**config.mk**
```make
export PLATFORM = sky130hd
export DESIGN_NAME = fes_top
export DESIGN_NICKNAME = d
export VERILOG_FILES = /design/src/fes_pkg.sv /design/src/fes_fifo.sv /design/src/fes_intake.sv /design/src/fes_write_queue.sv /design/src/fes_cmd_arbiter.sv /design/src/fes_read_return.sv /design/src/fes_top.sv
export SDC_FILE = /design/constraint.sdc
export NUM_CORES = 1
export LEC_CHECK = 0
export ABC_AREA = 1
export BUFFER_PORTS_ARGS = -buffer_cell sky130_fd_sc_hd__buf_2
export CORE_MARGIN = 2
export CORE_UTILIZATION = 45
export CTS_BUF_LIST = sky130_fd_sc_hd__clkbuf_16
export CTS_CLUSTER_SIZE = 8
export DETAILED_ROUTE_END_ITERATION = 7
export SYNTH_ARGS = -nofsm -noshare
export SYNTH_HDL_FRONTEND = slang
export SYNTH_HIERARCHICAL = 1
export SYNTH_SLANG_ARGS = --single-unit
```
**constraint.sdc**
```tcl
create_clock -name i_clk -period 19.1 [get_ports i_clk]
set_clock_uncertainty 0.2 [all_clocks]
set_input_delay 0.955 -clock i_clk [delete_from_list [all_inputs] [get_ports i_clk]]
set_output_delay 0.955 -clock i_clk [all_outputs]
set_load 0.01 [all_outputs]
```
**src/fes_pkg.sv**
```systemverilog
// dram frontend scheduler shared widths, vector types and bus structs
package fes_pkg;

    localparam int FE_WORD_W = 32;
    localparam int BEATS     = 4;
    localparam int BE_WORD_W = FE_WORD_W * BEATS;
    localparam int ADDR_W    = 16;

    typedef logic [FE_WORD_W-1:0]     fe_word_t;
    typedef logic [BE_WORD_W-1:0]     be_word_t;
    // bank, row and column flattened
    typedef logic [ADDR_W-1:0]        addr_t;
    typedef logic [4:0]               req_id_t;
    typedef logic [1:0]               core_num_t;
    typedef logic [$clog2(BEATS)-1:0] beat_idx_t;

    typedef enum logic
    {
        OP_READ  = 1'b0,
        OP_WRITE = 1'b1
    } op_e;

    // request from the interconnect
    typedef struct packed
    {
        op_e       op;
        addr_t     addr;
        req_id_t   req_id;
        core_num_t core_num;
    } fe_request_t;

    // command toward the backend
    typedef struct packed
    {
        op_e   op;
        addr_t addr;
    } be_command_t;

    typedef struct packed
    {
        addr_t    addr;
        be_word_t data;
    } write_entry_t;

    // response routing of an issued read
    typedef struct packed
    {
        req_id_t   req_id;
        core_num_t core_num;
    } read_tag_t;

endpackage

```
**src/fes_fifo.sv**
```systemverilog
// generic synchronous fifo with first-word fall-through output
module fes_fifo #(
    parameter int WIDTH = 8,
    parameter int DEPTH = 4
)
(
    input  logic             i_clk,
    input  logic             i_rst_n,
    input  logic             i_push,
    input  logic [WIDTH-1:0] i_data,
    input  logic             i_pop,
    output logic [WIDTH-1:0] o_data,
    output logic             o_full,
    output logic             o_empty
);

    localparam int PTR_W = (DEPTH > 1) ? $clog2(DEPTH) : 1;
    localparam int CNT_W = $clog2(DEPTH + 1);

    logic [WIDTH-1:0] mem_q [DEPTH];
    logic [PTR_W-1:0] wr_ptr_q;
    logic [PTR_W-1:0] rd_ptr_q;
    logic [CNT_W-1:0] count_q;

    function automatic logic [PTR_W-1:0] next_ptr(input logic [PTR_W-1:0] ptr);
        return (ptr == PTR_W'(DEPTH - 1)) ? '0 : ptr + 1'b1;
    endfunction

    always_ff @(posedge i_clk)
    begin
        if (i_push)
            mem_q[wr_ptr_q] <= i_data;
    end

    always_ff @(posedge i_clk or negedge i_rst_n)
    begin
        if (!i_rst_n)
        begin
            wr_ptr_q <= '0;
            rd_ptr_q <= '0;
            count_q  <= '0;
        end
        else
        begin
            if (i_push)
                wr_ptr_q <= next_ptr(wr_ptr_q);
            if (i_pop)
                rd_ptr_q <= next_ptr(rd_ptr_q);
            if (i_push && !i_pop)
                count_q <= count_q + 1'b1;
            else if (i_pop && !i_push)
                count_q <= count_q - 1'b1;
        end
    end

    // head of queue shows without a pop
    assign o_data  = mem_q[rd_ptr_q];
    assign o_full  = (count_q == CNT_W'(DEPTH));
    assign o_empty = (count_q == '0);

    a_no_overflow: assert property (@(posedge i_clk) disable iff (!i_rst_n)
        !(i_push && o_full));

    a_no_underflow: assert property (@(posedge i_clk) disable iff (!i_rst_n)
        !(i_pop && o_empty));

endmodule

```
**src/fes_intake.sv**
```systemverilog
// request intake with write beat gathering, drain control and read parking
module fes_intake import fes_pkg::*;
(
    input  logic         i_clk,
    input  logic         i_rst_n,
    input  logic         i_req_valid,
    input  fe_request_t  i_req,
    output logic         o_req_ready,
    input  logic         i_wdata_valid,
    input  fe_word_t     i_wdata,
    input  logic         i_wdata_last,
    input  logic         i_rq_full,
    input  logic         i_rq_empty,
    input  logic         i_wq_full,
    input  logic         i_wq_empty,
    input  logic         i_raw_hit,
    input  logic         i_tag_full,
    output logic         o_rd_push,
    output be_command_t  o_rd_cmd,
    output read_tag_t    o_rd_tag,
    output logic         o_wr_push,
    output write_entry_t o_wr_entry,
    output addr_t        o_chk_addr,
    output logic         o_chk_valid
);

    typedef enum logic [1:0] {ACCEPT, GATHER, DRAIN} state_e;

    state_e      state_q;
    addr_t       wr_addr_q;
    be_word_t    gather_q;
    be_word_t    gathered;
    logic        park_valid_q;
    fe_request_t park_req_q;
    fe_request_t rd_src;
    logic        req_hs;
    logic        drain_done;

    ////////////////////
    // acceptance
    ////////////////////
    assign o_req_ready = (state_q == ACCEPT) && !i_rq_full && !i_wq_full && !i_tag_full;
    assign req_hs      = i_req_valid && o_req_ready;

    // every accepted read is checked against queued writes
    assign o_chk_valid = req_hs && (i_req.op == OP_READ);
    assign o_chk_addr  = i_req.addr;

    // parked read may go once both queues are empty
    assign drain_done = (state_q == DRAIN) && i_rq_empty && i_wq_empty && !i_tag_full;

    assign rd_src    = drain_done ? park_req_q : i_req;
    assign o_rd_push = (o_chk_valid && !i_raw_hit) || (drain_done && park_valid_q);
    assign o_rd_cmd  = '{op: OP_READ, addr: rd_src.addr};
    assign o_rd_tag  = '{req_id: rd_src.req_id, core_num: rd_src.core_num};

    ////////////////////
    // write gathering
    ////////////////////
    // first beat ends up in the top quarter
    assign gathered   = {gather_q[BE_WORD_W-FE_WORD_W-1:0], i_wdata};
    assign o_wr_push  = (state_q == GATHER) && i_wdata_valid && i_wdata_last;
    assign o_wr_entry = '{addr: wr_addr_q, data: gathered};

    always_ff @(posedge i_clk)
    begin
        if (req_hs && i_req.op == OP_WRITE)
            wr_addr_q <= i_req.addr;
        if (state_q == GATHER && i_wdata_valid)
            gather_q <= gathered;
        if (o_chk_valid && i_raw_hit)
            park_req_q <= i_req;
    end

    always_ff @(posedge i_clk or negedge i_rst_n)
    begin
        if (!i_rst_n)
        begin
            state_q      <= ACCEPT;
            park_valid_q <= 1'b0;
        end
        else
        begin
            case (state_q)
                ACCEPT:
                begin
                    if (req_hs && i_req.op == OP_WRITE)
                        state_q <= GATHER;
                    else if (o_chk_valid && i_raw_hit)
                    begin
                        // hold the hazard read until the writes are out
                        state_q      <= DRAIN;
                        park_valid_q <= 1'b1;
                    end
                    else if (i_wq_full)
                        state_q <= DRAIN;
                end
                GATHER:
                begin
                    if (o_wr_push)
                        state_q <= ACCEPT;
                end
                DRAIN:
                begin
                    if (drain_done)
                    begin
                        state_q      <= ACCEPT;
                        park_valid_q <= 1'b0;
                    end
                end
                default:
                    state_q <= ACCEPT;
            endcase
        end
    end

endmodule

```
**src/fes_write_queue.sv**
```systemverilog
// write entry queue with parallel address match for read-after-write hazards
module fes_write_queue import fes_pkg::*;
#(
    parameter int DEPTH = 4
)
(
    input  logic         i_clk,
    input  logic         i_rst_n,
    input  logic         i_push,
    input  write_entry_t i_entry,
    input  logic         i_pop,
    output write_entry_t o_entry,
    output logic         o_full,
    output logic         o_empty,
    input  addr_t        i_chk_addr,
    input  logic         i_chk_valid,
    output logic         o_raw_hit
);

    localparam int PTR_W = (DEPTH > 1) ? $clog2(DEPTH) : 1;

    write_entry_t     slot_q [DEPTH];
    logic [DEPTH-1:0] valid_q;
    logic [DEPTH-1:0] match;
    logic [PTR_W-1:0] wr_ptr_q;
    logic [PTR_W-1:0] rd_ptr_q;

    function automatic logic [PTR_W-1:0] next_ptr(input logic [PTR_W-1:0] ptr);
        return (ptr == PTR_W'(DEPTH - 1)) ? '0 : ptr + 1'b1;
    endfunction

    always_ff @(posedge i_clk)
    begin
        if (i_push)
            slot_q[wr_ptr_q] <= i_entry;
    end

    always_ff @(posedge i_clk or negedge i_rst_n)
    begin
        if (!i_rst_n)
        begin
            valid_q  <= '0;
            wr_ptr_q <= '0;
            rd_ptr_q <= '0;
        end
        else
        begin
            if (i_push)
            begin
                valid_q[wr_ptr_q] <= 1'b1;
                wr_ptr_q          <= next_ptr(wr_ptr_q);
            end
            if (i_pop)
            begin
                valid_q[rd_ptr_q] <= 1'b0;
                rd_ptr_q          <= next_ptr(rd_ptr_q);
            end
        end
    end

    assign o_entry = slot_q[rd_ptr_q];
    assign o_full  = &valid_q;
    assign o_empty = ~|valid_q;

    ////////////////////
    // hazard compare
    ////////////////////
    always_comb
    begin
        for (int i = 0; i < DEPTH; i++)
            match[i] = valid_q[i] && (slot_q[i].addr == i_chk_addr);
    end

    assign o_raw_hit = i_chk_valid && |match;

endmodule

```
**src/fes_cmd_arbiter.sv**
```systemverilog
// read-first command selection and registered command output to the backend
module fes_cmd_arbiter import fes_pkg::*;
(
    input  logic         i_clk,
    input  logic         i_rst_n,
    input  be_command_t  i_rd_cmd,
    input  logic         i_rq_empty,
    output logic         o_rq_pop,
    input  write_entry_t i_wr_entry,
    input  logic         i_wq_empty,
    output logic         o_wq_pop,
    output logic         o_cmd_valid,
    output be_command_t  o_cmd,
    output be_word_t     o_cmd_wdata,
    input  logic         i_cmd_ready
);

    logic load;

    // register free now or freed by the backend this cycle
    assign load     = !o_cmd_valid || i_cmd_ready;
    assign o_rq_pop = load && !i_rq_empty;
    assign o_wq_pop = load && i_rq_empty && !i_wq_empty;

    always_ff @(posedge i_clk or negedge i_rst_n)
    begin
        if (!i_rst_n)
            o_cmd_valid <= 1'b0;
        else if (load)
            o_cmd_valid <= o_rq_pop || o_wq_pop;
    end

    always_ff @(posedge i_clk)
    begin
        if (o_rq_pop)
            o_cmd <= i_rd_cmd;
        else if (o_wq_pop)
        begin
            o_cmd       <= '{op: OP_WRITE, addr: i_wr_entry.addr};
            o_cmd_wdata <= i_wr_entry.data;
        end
    end

    a_cmd_hold: assert property (@(posedge i_clk) disable iff (!i_rst_n)
        o_cmd_valid && !i_cmd_ready |=>
            o_cmd_valid && $stable(o_cmd) && $stable(o_cmd_wdata));

endmodule

```
**src/fes_read_return.sv**
```systemverilog
// returned read data buffering and beat serializer toward the interconnect
module fes_read_return import fes_pkg::*;
#(
    parameter int RET_DEPTH = 4
)
(
    input  logic      i_clk,
    input  logic      i_rst_n,
    input  logic      i_ret_valid,
    input  be_word_t  i_ret_data,
    output logic      o_ret_ready,
    input  logic      i_tag_push,
    input  read_tag_t i_tag,
    output logic      o_tag_full,
    output logic      o_rsp_valid,
    output fe_word_t  o_rsp_data,
    output logic      o_rsp_last,
    output req_id_t   o_rsp_id,
    output core_num_t o_rsp_core,
    input  logic      i_rsp_ready
);

    localparam int CNT_W = $clog2(RET_DEPTH + 1);

    be_word_t   ret_head;
    logic       ret_empty;
    logic       ret_push;
    read_tag_t  tag_head;
    logic       tag_empty;
    logic       word_done;
    beat_idx_t  beat_q;
    logic [CNT_W-1:0] ret_cnt_q;
    logic [CNT_W-1:0] ret_cnt_nxt;

    function automatic fe_word_t quarter(input be_word_t word, input beat_idx_t idx);
        return word[(BEATS - 1 - int'(idx)) * FE_WORD_W +: FE_WORD_W];
    endfunction

    assign ret_push  = i_ret_valid && o_ret_ready;
    assign word_done = o_rsp_valid && i_rsp_ready && o_rsp_last;

    fes_fifo #(.WIDTH(BE_WORD_W), .DEPTH(RET_DEPTH)) u_ret_fifo (
        .i_clk   (i_clk),
        .i_rst_n (i_rst_n),
        .i_push  (ret_push),
        .i_data  (i_ret_data),
        .i_pop   (word_done),
        .o_data  (ret_head),
        .o_full  (),
        .o_empty (ret_empty)
    );

    // tags also bound the reads in flight
    fes_fifo #(.WIDTH($bits(read_tag_t)), .DEPTH(2 * RET_DEPTH)) u_tag_fifo (
        .i_clk   (i_clk),
        .i_rst_n (i_rst_n),
        .i_push  (i_tag_push),
        .i_data  (i_tag),
        .i_pop   (word_done),
        .o_data  (tag_head),
        .o_full  (o_tag_full),
        .o_empty (tag_empty)
    );

    ////////////////////
    // backend ready
    ////////////////////
    always_comb
    begin
        ret_cnt_nxt = ret_cnt_q;
        if (ret_push && !word_done)
            ret_cnt_nxt = ret_cnt_q + 1'b1;
        else if (word_done && !ret_push)
            ret_cnt_nxt = ret_cnt_q - 1'b1;
    end

    always_ff @(posedge i_clk or negedge i_rst_n)
    begin
        if (!i_rst_n)
        begin
            ret_cnt_q   <= '0;
            o_ret_ready <= 1'b1;
        end
        else
        begin
            ret_cnt_q   <= ret_cnt_nxt;
            o_ret_ready <= (ret_cnt_nxt != CNT_W'(RET_DEPTH));
        end
    end

    ////////////////////
    // beat serializer
    ////////////////////
    always_ff @(posedge i_clk or negedge i_rst_n)
    begin
        if (!i_rst_n)
        begin
            o_rsp_valid <= 1'b0;
            beat_q      <= '0;
        end
        else if (!o_rsp_valid)
            o_rsp_valid <= !ret_empty;
        else if (i_rsp_ready)
        begin
            // counter wraps to zero after the last beat
            beat_q      <= beat_q + 1'b1;
            o_rsp_valid <= !o_rsp_last;
        end
    end

    // head word and tag stay put until the fourth beat is taken
    assign o_rsp_data = quarter(ret_head, beat_q);
    assign o_rsp_last = (beat_q == beat_idx_t'(BEATS - 1));
    assign o_rsp_id   = tag_head.req_id;
    assign o_rsp_core = tag_head.core_num;

    a_tag_present: assert property (@(posedge i_clk) disable iff (!i_rst_n)
        o_rsp_valid |-> !tag_empty);

endmodule

```
**src/fes_top.sv**
```systemverilog
// dram frontend scheduler between the interconnect and the backend controller
module fes_top import fes_pkg::*;
#(
    parameter int RQ_DEPTH  = 4,
    parameter int WQ_DEPTH  = 4,
    parameter int RET_DEPTH = 4
)
(
    input  logic        i_clk,
    input  logic        i_rst_n,
    input  logic        i_req_valid,
    input  fe_request_t i_req,
    output logic        o_req_ready,
    input  logic        i_wdata_valid,
    input  fe_word_t    i_wdata,
    input  logic        i_wdata_last,
    output logic        o_cmd_valid,
    output be_command_t o_cmd,
    output be_word_t    o_cmd_wdata,
    input  logic        i_cmd_ready,
    input  logic        i_ret_valid,
    input  be_word_t    i_ret_data,
    output logic        o_ret_ready,
    output logic        o_rsp_valid,
    output fe_word_t    o_rsp_data,
    output logic        o_rsp_last,
    output req_id_t     o_rsp_id,
    output core_num_t   o_rsp_core,
    input  logic        i_rsp_ready
);

    logic         rd_push;
    be_command_t  rd_cmd;
    read_tag_t    rd_tag;
    logic         wr_push;
    write_entry_t wr_entry;
    addr_t        chk_addr;
    logic         chk_valid;
    logic         raw_hit;
    logic         rq_full;
    logic         rq_empty;
    logic         rq_pop;
    be_command_t  rq_head;
    logic         wq_full;
    logic         wq_empty;
    logic         wq_pop;
    write_entry_t wq_head;
    logic         tag_full;

    fes_intake u_intake (
        .i_clk         (i_clk),
        .i_rst_n       (i_rst_n),
        .i_req_valid   (i_req_valid),
        .i_req         (i_req),
        .o_req_ready   (o_req_ready),
        .i_wdata_valid (i_wdata_valid),
        .i_wdata       (i_wdata),
        .i_wdata_last  (i_wdata_last),
        .i_rq_full     (rq_full),
        .i_rq_empty    (rq_empty),
        .i_wq_full     (wq_full),
        .i_wq_empty    (wq_empty),
        .i_raw_hit     (raw_hit),
        .i_tag_full    (tag_full),
        .o_rd_push     (rd_push),
        .o_rd_cmd      (rd_cmd),
        .o_rd_tag      (rd_tag),
        .o_wr_push     (wr_push),
        .o_wr_entry    (wr_entry),
        .o_chk_addr    (chk_addr),
        .o_chk_valid   (chk_valid)
    );

    // read command queue
    fes_fifo #(.WIDTH($bits(be_command_t)), .DEPTH(RQ_DEPTH)) u_read_queue (
        .i_clk   (i_clk),
        .i_rst_n (i_rst_n),
        .i_push  (rd_push),
        .i_data  (rd_cmd),
        .i_pop   (rq_pop),
        .o_data  (rq_head),
        .o_full  (rq_full),
        .o_empty (rq_empty)
    );

    fes_write_queue #(.DEPTH(WQ_DEPTH)) u_write_queue (
        .i_clk       (i_clk),
        .i_rst_n     (i_rst_n),
        .i_push      (wr_push),
        .i_entry     (wr_entry),
        .i_pop       (wq_pop),
        .o_entry     (wq_head),
        .o_full      (wq_full),
        .o_empty     (wq_empty),
        .i_chk_addr  (chk_addr),
        .i_chk_valid (chk_valid),
        .o_raw_hit   (raw_hit)
    );

    fes_cmd_arbiter u_arbiter (
        .i_clk       (i_clk),
        .i_rst_n     (i_rst_n),
        .i_rd_cmd    (rq_head),
        .i_rq_empty  (rq_empty),
        .o_rq_pop    (rq_pop),
        .i_wr_entry  (wq_head),
        .i_wq_empty  (wq_empty),
        .o_wq_pop    (wq_pop),
        .o_cmd_valid (o_cmd_valid),
        .o_cmd       (o_cmd),
        .o_cmd_wdata (o_cmd_wdata),
        .i_cmd_ready (i_cmd_ready)
    );

    fes_read_return #(.RET_DEPTH(RET_DEPTH)) u_read_return (
        .i_clk       (i_clk),
        .i_rst_n     (i_rst_n),
        .i_ret_valid (i_ret_valid),
        .i_ret_data  (i_ret_data),
        .o_ret_ready (o_ret_ready),
        .i_tag_push  (rd_push),
        .i_tag       (rd_tag),
        .o_tag_full  (tag_full),
        .o_rsp_valid (o_rsp_valid),
        .o_rsp_data  (o_rsp_data),
        .o_rsp_last  (o_rsp_last),
        .o_rsp_id    (o_rsp_id),
        .o_rsp_core  (o_rsp_core),
        .i_rsp_ready (i_rsp_ready)
    );

endmodule

```
==> qor.yml, run 1 <==
vdd_drop_max_mv: 0.09295
outcome: "completed"
nNetsFinal: 5132
route.detailed.drc: 0
port_buffers: 380
slowest_delay_ns: 0.88
track_usage_pct: 20.81
report.final.slew_viol_count: 0
final_util_pct: 51.73
syn_inst: 4553
gp_congestion: 0.8311
pwr_density_cell_nw_per_um2: 153.3
clock_sinks: 1535
multi_input_area_um2: 11330
layout-area-overhead-vs-synth_pct: 13.70
cp-end-kind: "output port"
cp_cell_sequence: "inv_16 -> buf_4 -> buf_4 -> nand2_1 -> o211ai_1 -> nand2_1 -> o21ai_0 -> o22ai_1 -> buf_2"
clockBufferDepth: 3
drt_iter0_drc: 3301
antenna_found_initial: 57
routed_wl_mm: 145.8
dp.cells: 6462
die-area_um2: 138200
grt_max_degree: 216
fin_ws_ns: 13.31
hold_path.class: "in2async"
avgRoutedWirePerCell_um: 21.60
clock_latency_ns: 0.82
vias: 35550
worstPathMaxFanout: 215
power_mw: 10.61
post_cts_buffers: 0
crit_family: "buffers and inverters"
critPathLaunchType: "register"
finalSetupTns_ns: 0
max_freq_ghz: 0.1726
tritoncts: "yes"
num-fill-cells: 11160
fin_cells: 6751
globalRoute.totalOverflow: 0
dp_hpwl_mm: 88.23
cts_root_buf: "clkbuf_16"
final-setup-viol-count: 0
cts.htree.levels: 4
via_per_inst: 5.266
antenna_left: 0
worst_ep_arrival_time_ns: 4.64
maxCapViolations: 0
syn_area_um2: 60880
placed_area_um2: 63380
leakagePower_nw: 25.83
syn-num-nets: 4778
worstMarginPinSlew_ns: 1.158
rows: 134
rsz0062_at_grt: "false"
first_pass_iters: 5
ys_warn_count: 6
clkSlewWorstSetupHoldPaths_ns: 0.05
fin_area_um2: 69220
cts_buffers: 211
critPathKind: "reg2out"
hold_violations: 0
period_share_pct: 30.33
post_cts_resized: 0
r2r_slack_ns: 14.63
avgSynthCellArea_um2: 13.37
start_util_pct: 45.50
hold_buffers: 0
r2r_cells: 13
drive_gt1_share_pct: 14.61
die_x_um: 371.8
place_ws_ns: 14.13
max_slew_margin_pct: 22.71
ioPinCount: 381
grt_pass1_wl_mm: 212.7
ff_latch_area_um2: 45890
timing.rr.start: "u_write_queue/valid_q[1]$_DFF_PN0_"
grt_pass1_vias: 32980
r2r-end: "u_read_return/u_tag_fifo/count_q[3]$_DFFE_PN0P_"
crit_buf_inv: 4
coreArea_um2: 133800
whs_ns: 0.07096
fp.dieH_um: 371.8
crit_required_ns: 17.95
finalCriticalPeriod_ns: 5.793
slowest_stage: "buf_4"
-- cell type report --
class	instances	share of cell area, %
sequential	1535	66.30
multi-input combinational	2297	16.37
clock buffer	212	7.664
tap	1768	3.196
timing repair buffer	416	3.174
inverter	446	2.527
clock inverter	58	0.6923
antenna	19	0.06869
-- power by group --
part / switching (mW) / leakage (nW) / internal, mW
clock network: 1.34 / 2.97 / 1.96
registers: 0.241 / 14.1 / 4.28
logic: 2.01 / 8.80 / 0.789
-- worst reg2reg max path, cell delays in order (launching register included) --
cell,delay (ns)
dfrtp_1,0.44
nor4_1,0.87
nand3_2,0.26
nor2_8,0.42
inv_4,0.26
o22ai_2,0.68
ha_1,0.29
inv_1,0.10
ha_1,0.31
or2_1,0.25
nand2_1,0.07
nand2_1,0.05
nand3_1,0.06
nand2_1,0.05
-- registers in the layout (all words and copies together), names as in the netlist, 4 cells and up --
signal and flops:
u_intake/park_req_q 23, u_write_queue/slot_q 576, u_intake/wr_addr_q 16, u_arbiter/o_cmd 17, u_arbiter/o_cmd_wdata 128, u_read_return/u_tag_fifo/count_q 4, u_intake/gather_q 96, u_read_return/u_ret_fifo/mem_q 512
u_read_queue/mem_q 68, u_write_queue/valid_q 4, u_read_return/u_tag_fifo/mem_q 56
-- how the worst max path moves through the flow --
stage                                                                start                                 end  slack (ns)  cells past startpoint
after detailed placement  u_read_return/u_ret_fifo/rd_ptr_q[0]$_DFFE_PN0P_                      o_rsp_data[29]       14.13                      9
after global placement    u_read_return/u_ret_fifo/rd_ptr_q[0]$_DFFE_PN0P_                      o_rsp_data[29]       14.21                      9
after CTS                 u_read_return/u_ret_fifo/rd_ptr_q[0]$_DFFE_PN0P_                      o_rsp_data[29]       13.25                      9
after global routing      u_read_return/u_ret_fifo/rd_ptr_q[0]$_DFFE_PN0P_                      o_rsp_data[29]       12.94                      9
after floorplan                        u_read_queue/count_q[0]$_DFFE_PN0P_  u_arbiter/o_cmd_wdata[0]$_DFFE_PP_        8.32                      4
final                     u_read_return/u_ret_fifo/rd_ptr_q[0]$_DFFE_PN0P_                      o_rsp_data[29]       13.31                      9
-- metal layers --
| layer | GRT usage (%) | vias up | share of wire, % |
|---|---|---|---|
| met5 | 0 | - | 0.12 |
| met4 | 7.297 | 26 | 2.8 |
| met3 | 4.797 | 252 | 7.7 |
| met2 | 31.16 | 1199 | 45 |
| met1 | 29.91 | 17310 | 44 |
| li1 | - | 16770 | - |
-- layout by cell type, fill, tap and decap left out, types with 30 or more instances in the layout --
cell type,instances
buf_2,380
a21oi_1,43
nor2_1,431
nand2_1,853
o22ai_1,163
nand3_1,33
o211ai_1,283
o21ai_1,66
dfrtp_1,38
edfxtp_1,1492
buf_4,34
o21ai_0,313
ha_1,30
clkbuf_16,212
inv_1,452
Note: power is estimated with default switching activity, not from simulation.
==> inputs of run 2 (changes only) <==
Settings changed: ABC_AREA 1 to 0.
Clock period 19.1 ns to 4.97 ns, I/O delays scaled along.
==> qor.yml, run 2 <==
outcome: "completed"
place_ws_ns: 1.074
first_pass_iters: 5
max_freq_ghz: 0.2530
dp.cells: 4298
gp_congestion: 0.8100
period_share_pct: 79.52
whs_ns: 0.05545
cts_buffers: 210
worst_ep_arrival_time_ns: 4.41
leakagePower_nw: 23.56
die-area_um2: 130400
critPathKind: "reg2reg"
crit_family: "simple AND/OR/NAND/NOR gates"
r2r_cells: 13
drive_gt1_share_pct: 32.25
ys_warn_count: 6
final_util_pct: 55.17
layout_commonest_cell: "edfxtp_1"
layout_common_cells: "1,492 x edfxtp_1, 380 x buf_2, 343 x dlygate4sd3_1, 309 x mux4_2, 211 x clkbuf_16"
vias: 26200
avgSynthCellArea_um2: 24.39
largestRegisters: "u_write_queue/slot_q: 576 flops, u_read_return/u_ret_fifo/mem_q: 512 flops, u_arbiter/o_cmd_wdata: 128 flops"
fin_area_um2: 70090
rsz0062_at_grt: "false"
worstMarginPinSlew_ns: 1.178
cp-end-kind: "register"
dp_hpwl_mm: 67.58
finalSetupTns_ns: 0
ioPinCount: 381
crit_required_ns: 5.43
track_usage_pct: 18.36
path_depth: 13
wl_met2_mm: 58.98
avgRoutedWirePerCell_um: 24.16
placed_area_um2: 60920
antenna_left: 0
routed_wl_mm: 118.3
dr_wl_met3_mm: 8.111
crit_buf_inv: 3
critPathLaunchType: "register"
layout-area-overhead-vs-synth_pct: 22.12
grt_pass1_wl_mm: 178.7
power_mw: 38.22
dr.max_layer_used: "met5"
slowest_stage: "nor4b_1"
report.final.slew_viol_count: 0
pwr_density_cell_nw_per_um2: 545.3
finalCriticalPeriod_ns: 3.952
syn_inst: 2353
drt_iter0_drc: 2160
hold_path.class: "in2reg"
max_slew_margin_pct: 21.45
cts_root_buf: "clkbuf_16"
largest_register_ffs: 576
start_util_pct: 45.18
clockBufferDepth: 3
syn-num-nets: 2578
met1Wirelength_mm: 49.01
top_register: "u_write_queue/slot_q"
hold_depth: 2
maxCapViolations: 0
cp_cell_sequence: "nor4b_1 -> nor2_1 -> nand3_1 -> inv_1 -> o41a_1 -> o22ai_1 -> buf_4 -> ha_1 -> inv_1 -> ha_1 -> or4_1 -> o211ai_1 -> o211ai_1"
clock_sinks: 1535
clock_latency_ns: 0.83
via_per_inst: 5.351
coreArea_um2: 127000
antenna_found_initial: 7
worstPathMaxFanout: 16
syn_area_um2: 57390
vdd_drop_max_mv: 0.3270
tritoncts: "yes"
port_buffers: 380
grt_pass1_vias: 28660
clkSlewWorstSetupHoldPaths_ns: 0.05
slowest_delay_ns: 0.70
fin_ws_ns: 1.018
cts.htree.levels: 4
fp.dieH_um: 361.1
route.detailed.drc: 0
fin_cells: 4896
die_x_um: 361.1
globalRoute.totalOverflow: 0
final-setup-viol-count: 0
grt_max_degree: 129
rows: 131
nNetsFinal: 3416
hold_violations: 0
-- run 2: per-layer routing --
metal	global-route usage, %	vias to the layer above
met5	0	-
met4	5.349	8
met3	5.444	170
met2	30.23	670
met1	23.75	13900
li1	-	11450
-- run 2: layout make-up --
class	count	area (um2)
Fill cell	9433	56940
Sequential cell	1535	45900
Multi-Input combinational cell	656	10440
Timing Repair Buffer	765	5851
Clock buffer	211	5280
Tap cell	1662	2079
Clock inverter	38	440.4
Inverter	23	86.33
Antenna cell	6	15.01
-- run 2: repair_timing --
item / CTS / global route
resized for setup: 0 / 0
hold endpoints to repair: 910 / 0
buffers inserted: 0 / 0
hold buffers: 343 / 0
-- run 2: worst reg2reg max path: stages (launching register included) --
cell and delay [ns]:
dfrtp_1 0.45, nor4b_1 0.71, nor2_1 0.14, nand3_1 0.13, inv_1 0.07, o41a_1 0.15, o22ai_1 0.15, buf_4 0.23
ha_1 0.29, inv_1 0.14, ha_1 0.37, or4_1 0.51, o211ai_1 0.13, o211ai_1 0.14
-- run 2: path summary, 6_finish.rpt --
path | startpoint | end | slack [ns]
setup / recovery | u_read_return/u_tag_fifo/count_q[0]$_DFFE_PN0P_ | u_read_return/u_tag_fifo/count_q[3]$_DFFE_PN0P_ | 1.02
hold / removal | i_ret_data[60] | u_read_return/u_ret_fifo/mem_q[2][60]$_DFFE_PP_ | 0.06
setup reg to reg | u_read_return/u_tag_fifo/count_q[0]$_DFFE_PN0P_ | u_read_return/u_tag_fifo/count_q[3]$_DFFE_PN0P_ | 1.02
hold reg to reg | u_read_return/ret_cnt_q[2]$_DFF_PN0_ | u_read_return/ret_cnt_q[2]$_DFF_PN0_ | 0.27
max in group asynchronous | i_rst_n | u_write_queue/rd_ptr_q[0]$_DFFE_PN0P_ | 3.59
min in group asynchronous | i_rst_n | u_read_return/o_rsp_valid$_DFF_PN0_ | 0.47
-- run 2: power by group --
part | switching, mW | total, mW | internal, mW
combinational | 4.09 | 8.15 | 4.06
sequential | 1.04 | 17.5 | 16.5
clock | 5.08 | 12.6 | 7.48
